File: src/source/mcpuConsts.svh
`ifndef MCPU_CONSTS_SVH
`define MCPU_CONSTS_SVH

// Core widths and start address
`define MCPU_XLEN      32
`define MCPU_NREGS     32
`define MCPU_RESET_PC  32'h0000_0000

// Primary opcodes
`define OP_RTYPE  6'h00
`define OP_J      6'h02
`define OP_JAL    6'h03
`define OP_BEQ    6'h04
`define OP_BNE    6'h05
`define OP_ADDI   6'h08
`define OP_ORI    6'h0d
`define OP_LW     6'h23
`define OP_SW     6'h2b

// Funct field of R-type
`define FN_ADD  6'h20
`define FN_SUB  6'h22
`define FN_AND  6'h24
`define FN_OR   6'h25
`define FN_SLT  6'h2a

`endif

File: src/source/mcpuPkg.sv
package mcpuPkg;

    // ALU operation codes
    typedef enum logic [2:0] {
        aluAnd = 3'b000,
        aluOr  = 3'b001,
        aluAdd = 3'b010,
        aluSub = 3'b110,
        aluSlt = 3'b111
    } aluOpT;

    // Datapath control bundle driven by the FSM
    typedef struct packed {
        logic       iorD;          // 1: PC addresses memory
        logic       irWrite;
        logic [1:0] regDst;        // rt, rd, r31
        logic       regWrite;
        logic [1:0] memToReg;      // ALUOut, MDR, PC
        logic       aluSrcA;       // 0: PC, 1: A
        logic [1:0] aluSrcB;       // B, four, imm, imm << 2
        aluOpT      aluOp;
        logic [1:0] pcSource;      // ALU result, ALUOut, jump target
        logic       pcWrite;
        logic       pcWriteCond;
        logic       branchOnZero;  // 1 for beq, 0 for bne
    } ctrlT;

    // Low half of an instruction, R-type fields or immediate
    typedef struct packed {
        logic [4:0] rd;
        logic [4:0] shamt;
        logic [5:0] funct;
    } rFieldsT;

    typedef union packed {
        rFieldsT     r;
        logic [15:0] imm;
    } lowFieldsT;

    typedef struct packed {
        logic [5:0] opcode;
        logic [4:0] rs;
        logic [4:0] rt;
        lowFieldsT  low;
    } instFieldsT;

endpackage

File: src/source/alu.sv
`timescale 1ns/1ns
`include "mcpuConsts.svh"

module alu (
    input  logic [`MCPU_XLEN-1:0] a,
    input  logic [`MCPU_XLEN-1:0] b,
    input  mcpuPkg::aluOpT        op,
    output logic [`MCPU_XLEN-1:0] res,
    output logic                  zero,
    output logic                  overflow
);

    localparam int Msb = `MCPU_XLEN - 1;

    logic [`MCPU_XLEN-1:0] sum;
    logic [`MCPU_XLEN-1:0] diff;

    assign sum  = a + b;
    assign diff = a - b;

    always_comb begin
        case (op)
            mcpuPkg::aluAnd: res = a & b;
            mcpuPkg::aluOr:  res = a | b;
            mcpuPkg::aluAdd: res = sum;
            mcpuPkg::aluSub: res = diff;
            mcpuPkg::aluSlt: res = {{(`MCPU_XLEN-1){1'b0}}, $signed(a) < $signed(b)};
            default:         res = '0;
        endcase
    end

    assign zero = (res == '0);

    // Signed overflow, same-sign operands giving a result of the other sign
    always_comb begin
        case (op)
            mcpuPkg::aluAdd: overflow = (a[Msb] == b[Msb]) && (sum[Msb] != a[Msb]);
            mcpuPkg::aluSub: overflow = (a[Msb] != b[Msb]) && (diff[Msb] != a[Msb]);
            default:         overflow = 1'b0;
        endcase
    end

endmodule

File: src/source/mcpuTop.sv
`timescale 1ns/1ns
`include "mcpuConsts.svh"

module mcpuTop (
    input  logic                  clk,
    input  logic                  rstN,
    output logic [`MCPU_XLEN-1:0] memAddr,
    output logic [`MCPU_XLEN-1:0] memWData,
    output logic                  memRead,
    output logic                  memWrite,
    input  logic [`MCPU_XLEN-1:0] memRData,
    input  logic                  memReady
);

    mcpuPkg::ctrlT       ctrl;
    mcpuPkg::instFieldsT inst;

    multiCycleControl u_control (
        .clk      (clk),
        .rstN     (rstN),
        .inst     (inst),
        .memReady (memReady),
        .ctrl     (ctrl),
        .memRead  (memRead),
        .memWrite (memWrite)
    );

    multiCycleDatapath u_datapath (
        .clk      (clk),
        .rstN     (rstN),
        .ctrl     (ctrl),
        .inst     (inst),
        .memRData (memRData),
        .memReady (memReady),
        .memAddr  (memAddr),
        .memWData (memWData)
    );

endmodule

File: src/source/multiCycleControl.sv
`timescale 1ns/1ns
`include "mcpuConsts.svh"

module multiCycleControl (
    input  logic                clk,
    input  logic                rstN,
    input  mcpuPkg::instFieldsT inst,
    input  logic                memReady,
    output mcpuPkg::ctrlT       ctrl,
    output logic                memRead,
    output logic                memWrite
);

    typedef enum logic [3:0] {
        stFetch,
        stDecode,
        stMemAddr,
        stMemRead,
        stMemWriteBack,
        stMemWrite,
        stExecute,
        stImmExecute,
        stAluWriteBack,
        stBranch,
        stJump
    } stateT;

    stateT state;
    stateT stateNext;
    logic  active;   // low until the first edge after reset

    function automatic mcpuPkg::aluOpT functOp(input logic [5:0] funct);
        mcpuPkg::aluOpT op;
        case (funct)
            `FN_SUB: op = mcpuPkg::aluSub;
            `FN_AND: op = mcpuPkg::aluAnd;
            `FN_OR:  op = mcpuPkg::aluOr;
            `FN_SLT: op = mcpuPkg::aluSlt;
            default: op = mcpuPkg::aluAdd;
        endcase
        return op;
    endfunction

    always_ff @(posedge clk or negedge rstN) begin
        if (!rstN) begin
            state  <= stFetch;
            active <= 1'b0;
        end else begin
            active <= 1'b1;
            if (active) begin
                state <= stateNext;
            end
        end
    end

    //////////////////////////////////////////////////////////////////////
    // Next state

    always_comb begin
        stateNext = state;
        case (state)
            stFetch: begin
                if (memReady) begin
                    stateNext = stDecode;
                end
            end
            stDecode: begin
                case (inst.opcode)
                    `OP_RTYPE:         stateNext = stExecute;
                    `OP_ADDI, `OP_ORI: stateNext = stImmExecute;
                    `OP_LW, `OP_SW:    stateNext = stMemAddr;
                    `OP_BEQ, `OP_BNE:  stateNext = stBranch;
                    `OP_J, `OP_JAL:    stateNext = stJump;
                    default:           stateNext = stFetch;
                endcase
            end
            stMemAddr: begin
                stateNext = (inst.opcode == `OP_LW) ? stMemRead : stMemWrite;
            end
            stMemRead: begin
                if (memReady) begin
                    stateNext = stMemWriteBack;
                end
            end
            stMemWrite: begin
                if (memReady) begin
                    stateNext = stFetch;
                end
            end
            stExecute, stImmExecute: stateNext = stAluWriteBack;
            default: stateNext = stFetch;
        endcase
    end

    //////////////////////////////////////////////////////////////////////
    // Control outputs

    always_comb begin
        ctrl     = '0;
        memRead  = 1'b0;
        memWrite = 1'b0;
        if (active) begin
            case (state)
                stFetch: begin
                    memRead           = 1'b1;
                    ctrl.iorD         = 1'b1;
                    ctrl.irWrite      = 1'b1;
                    ctrl.aluSrcB      = 2'b01;
                    ctrl.aluOp        = mcpuPkg::aluAdd;
                    ctrl.pcWrite      = memReady;   // PC+4 only once the word arrives
                end
                stDecode: begin
                    // Branch target into ALUOut
                    ctrl.aluSrcB      = 2'b11;
                    ctrl.aluOp        = mcpuPkg::aluAdd;
                end
                stMemAddr, stMemRead, stMemWrite: begin
                    // ALU keeps computing the address so ALUOut holds while waiting
                    ctrl.aluSrcA      = 1'b1;
                    ctrl.aluSrcB      = 2'b10;
                    ctrl.aluOp        = mcpuPkg::aluAdd;
                    memRead           = (state == stMemRead);
                    memWrite          = (state == stMemWrite);
                end
                stMemWriteBack: begin
                    ctrl.regWrite     = 1'b1;
                    ctrl.memToReg     = 2'b01;
                end
                stExecute: begin
                    ctrl.aluSrcA      = 1'b1;
                    ctrl.aluOp        = functOp(inst.low.r.funct);
                end
                stImmExecute: begin
                    ctrl.aluSrcA      = 1'b1;
                    ctrl.aluSrcB      = 2'b10;
                    ctrl.aluOp        = (inst.opcode == `OP_ORI) ? mcpuPkg::aluOr
                                                                 : mcpuPkg::aluAdd;
                end
                stAluWriteBack: begin
                    ctrl.regWrite     = 1'b1;
                    ctrl.regDst       = (inst.opcode == `OP_RTYPE) ? 2'b01 : 2'b00;
                end
                stBranch: begin
                    ctrl.aluSrcA      = 1'b1;
                    ctrl.aluOp        = mcpuPkg::aluSub;
                    ctrl.pcSource     = 2'b01;
                    ctrl.pcWriteCond  = 1'b1;
                    ctrl.branchOnZero = (inst.opcode == `OP_BEQ);
                end
                stJump: begin
                    ctrl.pcSource     = 2'b10;
                    ctrl.pcWrite      = 1'b1;
                    if (inst.opcode == `OP_JAL) begin
                        ctrl.regWrite = 1'b1;
                        ctrl.regDst   = 2'b10;
                        ctrl.memToReg = 2'b10;
                    end
                end
                default: ;
            endcase
        end
    end

endmodule

File: src/source/multiCycleDatapath.sv
`timescale 1ns/1ns
`include "mcpuConsts.svh"

module multiCycleDatapath (
    input  logic                  clk,
    input  logic                  rstN,
    input  mcpuPkg::ctrlT         ctrl,
    output mcpuPkg::instFieldsT   inst,
    input  logic [`MCPU_XLEN-1:0] memRData,
    input  logic                  memReady,
    output logic [`MCPU_XLEN-1:0] memAddr,
    output logic [`MCPU_XLEN-1:0] memWData
);

    logic [`MCPU_XLEN-1:0] pc;
    logic [`MCPU_XLEN-1:0] mdr;
    logic [`MCPU_XLEN-1:0] regA;
    logic [`MCPU_XLEN-1:0] regB;
    logic [`MCPU_XLEN-1:0] aluOut;
    logic [`MCPU_XLEN-1:0] rdDataA;
    logic [`MCPU_XLEN-1:0] rdDataB;
    logic [`MCPU_XLEN-1:0] immExt;
    logic [`MCPU_XLEN-1:0] aluA;
    logic [`MCPU_XLEN-1:0] aluB;
    logic [`MCPU_XLEN-1:0] aluRes;
    logic [`MCPU_XLEN-1:0] wrData;
    logic [`MCPU_XLEN-1:0] pcNext;
    logic [`MCPU_XLEN-1:0] jumpTarget;
    logic [4:0]            wrAddr;
    logic                  aluZero;
    logic                  pcLoad;

    //////////////////////////////////////////////////////////////////////
    // State registers

    assign pcLoad = ctrl.pcWrite || (ctrl.pcWriteCond && (aluZero == ctrl.branchOnZero));

    always_ff @(posedge clk or negedge rstN) begin
        if (!rstN) begin
            pc   <= `MCPU_RESET_PC;
            inst <= '0;
        end else begin
            if (pcLoad) begin
                pc <= pcNext;
            end
            if (ctrl.irWrite && memReady) begin
                inst <= memRData;
            end
        end
    end

    // Operand and result latches refresh every cycle
    always_ff @(posedge clk) begin
        regA   <= rdDataA;
        regB   <= rdDataB;
        aluOut <= aluRes;
        if (memReady) begin
            mdr <= memRData;
        end
    end

    //////////////////////////////////////////////////////////////////////
    // Register file and write-back selection

    always_comb begin
        case (ctrl.regDst)
            2'b01:   wrAddr = inst.low.r.rd;
            2'b10:   wrAddr = 5'd31;
            default: wrAddr = inst.rt;
        endcase
        case (ctrl.memToReg)
            2'b01:   wrData = mdr;
            2'b10:   wrData = pc;     // already PC+4 when jal links
            default: wrData = aluOut;
        endcase
    end

    regFile u_regFile (
        .clk     (clk),
        .rstN    (rstN),
        .rdAddrA (inst.rs),
        .rdAddrB (inst.rt),
        .wrAddr  (wrAddr),
        .wrData  (wrData),
        .wrEn    (ctrl.regWrite),
        .rdDataA (rdDataA),
        .rdDataB (rdDataB)
    );

    //////////////////////////////////////////////////////////////////////
    // ALU operands

    // ori takes a zero-extended immediate
    assign immExt = (inst.opcode == `OP_ORI) ?
                    {{(`MCPU_XLEN-16){1'b0}}, inst.low.imm} :
                    {{(`MCPU_XLEN-16){inst.low.imm[15]}}, inst.low.imm};

    assign aluA = ctrl.aluSrcA ? regA : pc;

    always_comb begin
        case (ctrl.aluSrcB)
            2'b00:   aluB = regB;
            2'b01:   aluB = `MCPU_XLEN'd4;
            2'b10:   aluB = immExt;
            default: aluB = {immExt[`MCPU_XLEN-3:0], 2'b00};
        endcase
    end

    // Overflow is flagged only, never trapped
    alu u_alu (
        .a        (aluA),
        .b        (aluB),
        .op       (ctrl.aluOp),
        .res      (aluRes),
        .zero     (aluZero),
        .overflow ()
    );

    // Next PC and memory port
    assign jumpTarget = {pc[`MCPU_XLEN-1 -: 4], inst.rs, inst.rt, inst.low.imm, 2'b00};

    always_comb begin
        case (ctrl.pcSource)
            2'b00:   pcNext = aluRes;
            2'b10:   pcNext = jumpTarget;
            default: pcNext = aluOut;
        endcase
    end

    assign memAddr  = ctrl.iorD ? pc : aluOut;
    assign memWData = regB;

endmodule

File: src/source/regFile.sv
`timescale 1ns/1ns
`include "mcpuConsts.svh"

module regFile (
    input  logic                  clk,
    input  logic                  rstN,
    input  logic [4:0]            rdAddrA,
    input  logic [4:0]            rdAddrB,
    input  logic [4:0]            wrAddr,
    input  logic [`MCPU_XLEN-1:0] wrData,
    input  logic                  wrEn,
    output logic [`MCPU_XLEN-1:0] rdDataA,
    output logic [`MCPU_XLEN-1:0] rdDataB
);

    // Register 0 has no storage
    logic [`MCPU_XLEN-1:0] regs [1:`MCPU_NREGS-1];

    always_ff @(posedge clk or negedge rstN) begin
        if (!rstN) begin
            for (int i = 1; i < `MCPU_NREGS; i++) begin
                regs[i] <= '0;
            end
        end else if (wrEn && (wrAddr != 5'd0)) begin
            regs[wrAddr] <= wrData;
        end
    end

    // Asynchronous read ports
    assign rdDataA = (rdAddrA == 5'd0) ? '0 : regs[rdAddrA];
    assign rdDataB = (rdAddrB == 5'd0) ? '0 : regs[rdAddrB];

endmodule

File: config.mk
export PLATFORM = sky130hd
export DESIGN_NAME = mcpuTop
export DESIGN_NICKNAME = d
export VERILOG_FILES = /design/src/source/mcpuPkg.sv /design/src/source/alu.sv /design/src/source/mcpuTop.sv /design/src/source/multiCycleControl.sv /design/src/source/multiCycleDatapath.sv /design/src/source/regFile.sv
export VERILOG_INCLUDE_DIRS = /design/src /design/src/source
export SDC_FILE = /design/constraint.sdc
export NUM_CORES = 2
export LEC_CHECK = 0
export BUFFER_PORTS_ARGS = -buffer_cell sky130_fd_sc_hd__buf_2
export CAP_MARGIN = 20
export CORE_ASPECT_RATIO = 1.25
export CORE_MARGIN = 2
export CORE_UTILIZATION = 60
export CTS_BUF_LIST = sky130_fd_sc_hd__clkbuf_8
export DETAILED_ROUTE_END_ITERATION = 10
export PLACE_DENSITY = 0.76
export SKIP_CTS_REPAIR_TIMING = 1
export SYNTH_ARGS = -nofsm -noshare
export SYNTH_HDL_FRONTEND = slang
export SYNTH_HIERARCHICAL = 1
export SYNTH_SLANG_ARGS = --single-unit
File: constraint.sdc
create_clock -name clk -period 7.75 [get_ports clk]
set_clock_uncertainty 0.15 [all_clocks]
set_input_delay 0.775 -clock clk [delete_from_list [all_inputs] [get_ports clk]]
set_output_delay 0.775 -clock clk [all_outputs]
set_load 0.02 [all_outputs]
==> After elaboration in Yosys (flattened, before gate mapping) <==
Index checks and enable logic that the tools add are counted.
{ "totals": {"output_inout_bits": 66, "register_bits": 1189, "word_cells": 161, "in_bits": 35} }
{ "op_classes": {"muxes": 42, "n_reduce_logical": 26, "magnitude_cmp": 5, "n_eq_ne": 37, "bitwise_logic": 6, "n_addsub": 2} }
{ "op_table": {"columns": ["cell", "n"], "rows": [
  ["992-bit bitwise mux", 1],
  ["32-bit binary-select mux with 5-bit select", 2],
  ["32-bit 2-to-1 mux", 8],
  ["32-bit demux with 5-bit select", 1],
  ["32-bit one-hot mux with 5 select lines", 1],
  ["32-bit one-hot mux with 2 select lines", 2],
  ["32-bit one-hot mux with 3 select lines", 1],
  ["6-bit equality test (second input constant)", 6],
  ["32-bit adder", 1],
  ["32-bit bitwise AND", 1],
  ["32-bit logical NOT", 1],
  ["32-bit < comparator", 1],
  ["32-bit OR", 1],
  ["32-bit subtractor", 1],
  ["3-bit one-hot mux with 4 select lines", 2],
  ["4-bit one-hot mux with 6 select lines", 1],
  ["4-bit one-hot mux with 5 select lines", 1],
  ["6-bit greater-or-equal comparator (second input constant)", 3],
  ["18-bit 2-to-1 mux", 1],
  ["5-bit inverter with 6-bit output", 3],
  ["4-bit by 3-bit equality test with 1-bit output (second input constant)", 4],
  ["4-bit equality test (second input constant)", 3],
  ["6-bit by 2-bit equality test with 1-bit output (second input constant)", 2],
  ["6-bit by 3-bit equality test with 1-bit output (second input constant)", 2],
  ["other kinds (36)", 68]
]} }

==> Depth between registers and ports, before layout <==
{ "depth": {"ltp_word": 13, "ltp_mapped": 30, "depth_no_buf": 24} }

==> Modules after synthesis <==
The synthesis kept the hierarchy.
{ "by_module_without_submodules": {"columns": ["mod", "cells_each", "instances", "area_per_inst_um2", "seq_area_each_um2"], "rows": [
  ["regFile", 4063, 1, 53222.3, 24823.8],
  ["multiCycleDatapath", 687, 1, 7838.8, 4484.3],
  ["alu", 845, 1, 5597.9, 0.0],
  ["multiCycleControl", 111, 1, 754.5, 125.1]
]} }

==> Worst setup path after synthesis <==
Ideal clock, no wire load.
{ "synth_path": {"kind": "register to register", "start": "reg u_control.state[2]", "end": "reg u_datapath.pc[28]", "path_slack_ns": 2.154, "t_required_ns": 7.473, "path_buffers": 5, "t_arrival_ns": 5.320, "setup_time_ns": 0.127, "period_less_slack_ns": 5.596, "path_stages_with_launch": 29, "cell_sequence": "dfrtp_1 clkbuf_1 inv_1 a21oi_1 nor3b_1 buf_4 nor2_2 buf_4 nand2_1 o21ai_0 inv_1 ha_1 buf_6 nor2_1 o221ai_2 a32oi_1 xnor2_1 o22ai_1 or4b_1 a2111o_1 nor4_1 and4bb_1 nand4bb_1 nor4_2 xnor2_1 a21o_1 buf_2 a32oi_1 nand3_1"} }
{ "synth_rtl": {"columns": ["item", "line_no", "text"], "rows": [
  ["from (decl)", "multiCycleControl.sv:28", "stateT state;"],
  ["from (signal assigned)", "multiCycleControl.sv:46", "state <= stFetch;"],
  ["from (signal assigned)", "multiCycleControl.sv:51", "state <= stateNext;"],
  ["to (signal assigned)", "multiCycleDatapath.sv:40", "pc <= `MCPU_RESET_PC;"],
  ["to (signal assigned)", "multiCycleDatapath.sv:44", "pc <= pcNext;"],
  ["to (decl)", "multiCycleDatapath.sv:15", "logic [`MCPU_XLEN-1:0] pc;"]
]} }

==> impl_metrics.toml <==
[critical_path]
critPathKind = "flip-flop to flip-flop"
cp_max_fo = 32
reg2reg_from = "u_control/state[2]"
worst_ep_required_time_ns = 8.35
crit_arrival_ns = 8.09
start_kind = "flip-flop"
end_kind = "flip-flop"
worstSetupStartpoint = "u_control/state[2]"

[finish]
multi_input_area_sq_um = 35400
areaGrowthSynthToFinish_pct = 9.08
drive_above_1_share_pct = 34.6
finalNonFillerCells = 7282
design_area_sq_um = 73500
regArea_sq_um = 29500
nets = 5809
final.fill_count = 8379

[grt]
grt_max_degree = 169
overflow = 0
grt_antenna_before_repair = 15
grt_util_met2_pct = 62.4
grt_usage_pct = 39.1
grt_pass1_wl_um = 333000
top_usage_layer = "met2"
met1_usage_pct = 46.8
grt_pass1_vias = 51600
grtUsageMet3_pct = 10.0

[routing]
finalWirelength_um = 229000
drt_iter0_markers = 5700
first_pass_iters = 6
via_per_inst = 7.08
vias = 51500
postRouteAntennaNets = 0
wire_per_inst_um = 31.5
drcViolationCount = 0

[floorplanning]
die_area_sq_um = 115000
die_x_um = 304
fp-row-count = 137
core_area_sq_um = 111000
io_pins = 101
start_util_pct = 60.5
die-height_um = 379

[power_and_ir_drop]
ir_worst_vdd_uv = 295
p_leak_uw = 0.0344
p_per_area_nw_per_um2 = 390

[min_path]
hold_class = "input pin to flip-flop"
hp-start = "memReady"

[timing]
rsz0062_at_grt = "false"
slew_viol_final = 0
setup-tns-final_ns = 0
hold_violations = 0
max_freq_ghz = 0.133
setup_viol = 0
setup_slack_ns = 0.258
whs_ns = 0.344
period_share_pct = 96.7
worst_slew_pin_slew_ns = 1.36
slew_headroom_pct = 8.34
min_period_ns = 7.49

[synth]
syn_inst = 5701
syn_nets = 5840
synth.avg_cell_area_sq_um = 11.8
syn-cell-area_sq_um = 67400
synth-warning-count = 6

[clock_network]
clk_latency_ns = 0.92
htree_levels = 4
cts.path.max_buffers = 3
cts_buffers = 184
cts_sinks = 1189
cts_tree = "done"
root_buffer = "clkbuf_8"
clkTransAtPathRegs_ns = 0.07

[placed_design]
place_inst = 6902
routabilityCongestion = 1.03
dp_slack_ns = 0.478
numPortBuffers = 100
postPlaceCellArea_sq_um = 69200
dp_hpwl_um = 146000

[status]
status = "finished clean"

[job]
drv_cap = 0
==> worst paths after layout <==
check / end / slack [ns] / depth (start not counted)
worst max register to register: u_datapath/pc[4] / 0.26 / 23
worst min-delay path: u_datapath/mdr[31] / 0.34 / 2
worst min register to register: u_datapath/u_regFile/regs[186] / 0.36 / 1
worst max-delay path: u_datapath/pc[4] / 0.26 / 23
max in group asynchronous: u_datapath/u_regFile/regs[649] / 5.50 / 3
min in group asynchronous: u_datapath/u_regFile/regs[250] / 0.38 / 2
==> power by group <==
| group | leakage, uW | internal (uW) | switching (uW) | total [uW] |
|---|---|---|---|---|
| Clock | 0.00221 | 2880 | 2590 | 5470 |
| Sequential | 0.0158 | 7200 | 1260 | 8460 |
| Combinational | 0.0163 | 5090 | 9660 | 14700 |
| Total | 0.0344 | 15200 | 13500 | 28700 |
==> worst max-delay path, cell delays in order, from the launching register on <==
cell       delay [ns]
dfrtp_1          0.52
nand2b_1         0.38
o21ai_0          0.23
a2bb2oi_1        0.12
nor2b_4          0.54
buf_4            0.31
mux2_2           0.39
inv_1            0.07
ha_1             0.39
nand2_1          0.27
nor4_1           0.59
a22oi_1          0.22
nand2_1          0.18
a2bb2oi_1        0.10
xnor2_1          0.17
a2111o_1         0.44
nor4_1           0.47
and4bb_1         0.35
nand4bb_1        0.13
nor4_2           0.26
xnor2_1          0.16
a21oi_4          0.30
buf_4            0.37
o21ai_0          0.15
==> flip-flops by register name, indices dropped and copies added (netlist names) <==
| signal | count |
|---|---|
| u_datapath/aluOut | 32 |
| u_control/active | 1 |
| u_datapath/inst | 32 |
| u_datapath/pc | 32 |
| u_datapath/u_regFile/regs | 992 |
| u_control/state | 4 |
| u_datapath/mdr | 32 |
| u_datapath/memWData | 32 |
| u_datapath/regA | 32 |
==> through the flow <==
step / power (uW) / utilization [%]
floorplan: 17400 / -
global placement: 22500 / 62.1
detailed placement: 22600 / 62.2
CTS: 28100 / 65.6
global route: 29500 / 66.0
finish: 28700 / 66.0
==> area by class of cell <==
class                   count  share of cell area, %
repair buffers            323                   3.50
well taps                1459                   2.48
inverters                 115                  0.587
clock inverters           107                  0.996
diodes                      7                 0.0238
flip-flops and latches   1189                   40.1
multi-input cells        3857                   48.1
clock buffers             225                   4.21
==> metal layers <==
layer / part of all wire [%] / routed length, um / up-vias
li1: - / - / 21300
met1: 36 / 83400 / 26100
met2: 46 / 106000 / 3086
met3: 9.8 / 22500 / 956
met4: 7.5 / 17200 / 8
met5: 0.027 / 61 / -
==> layout by cell type, fill, tap and decap left out, types with 74 or more instances in the layout <==
cell type / instances
o22ai_1: 304
a22oi_1: 101
a211oi_1: 74
buf_2: 104
buf_4: 156
mux2i_1: 637
a21oi_1: 151
o21ai_0: 90
dfrtp_1: 1055
nand2_1: 153
ha_1: 101
dfxtp_1: 96
nor2_1: 118
mux4_2: 128
clkbuf_8: 225
inv_1: 176
mux2_2: 1198
nor3_1: 154
Power figures use the tool's default switching activity.
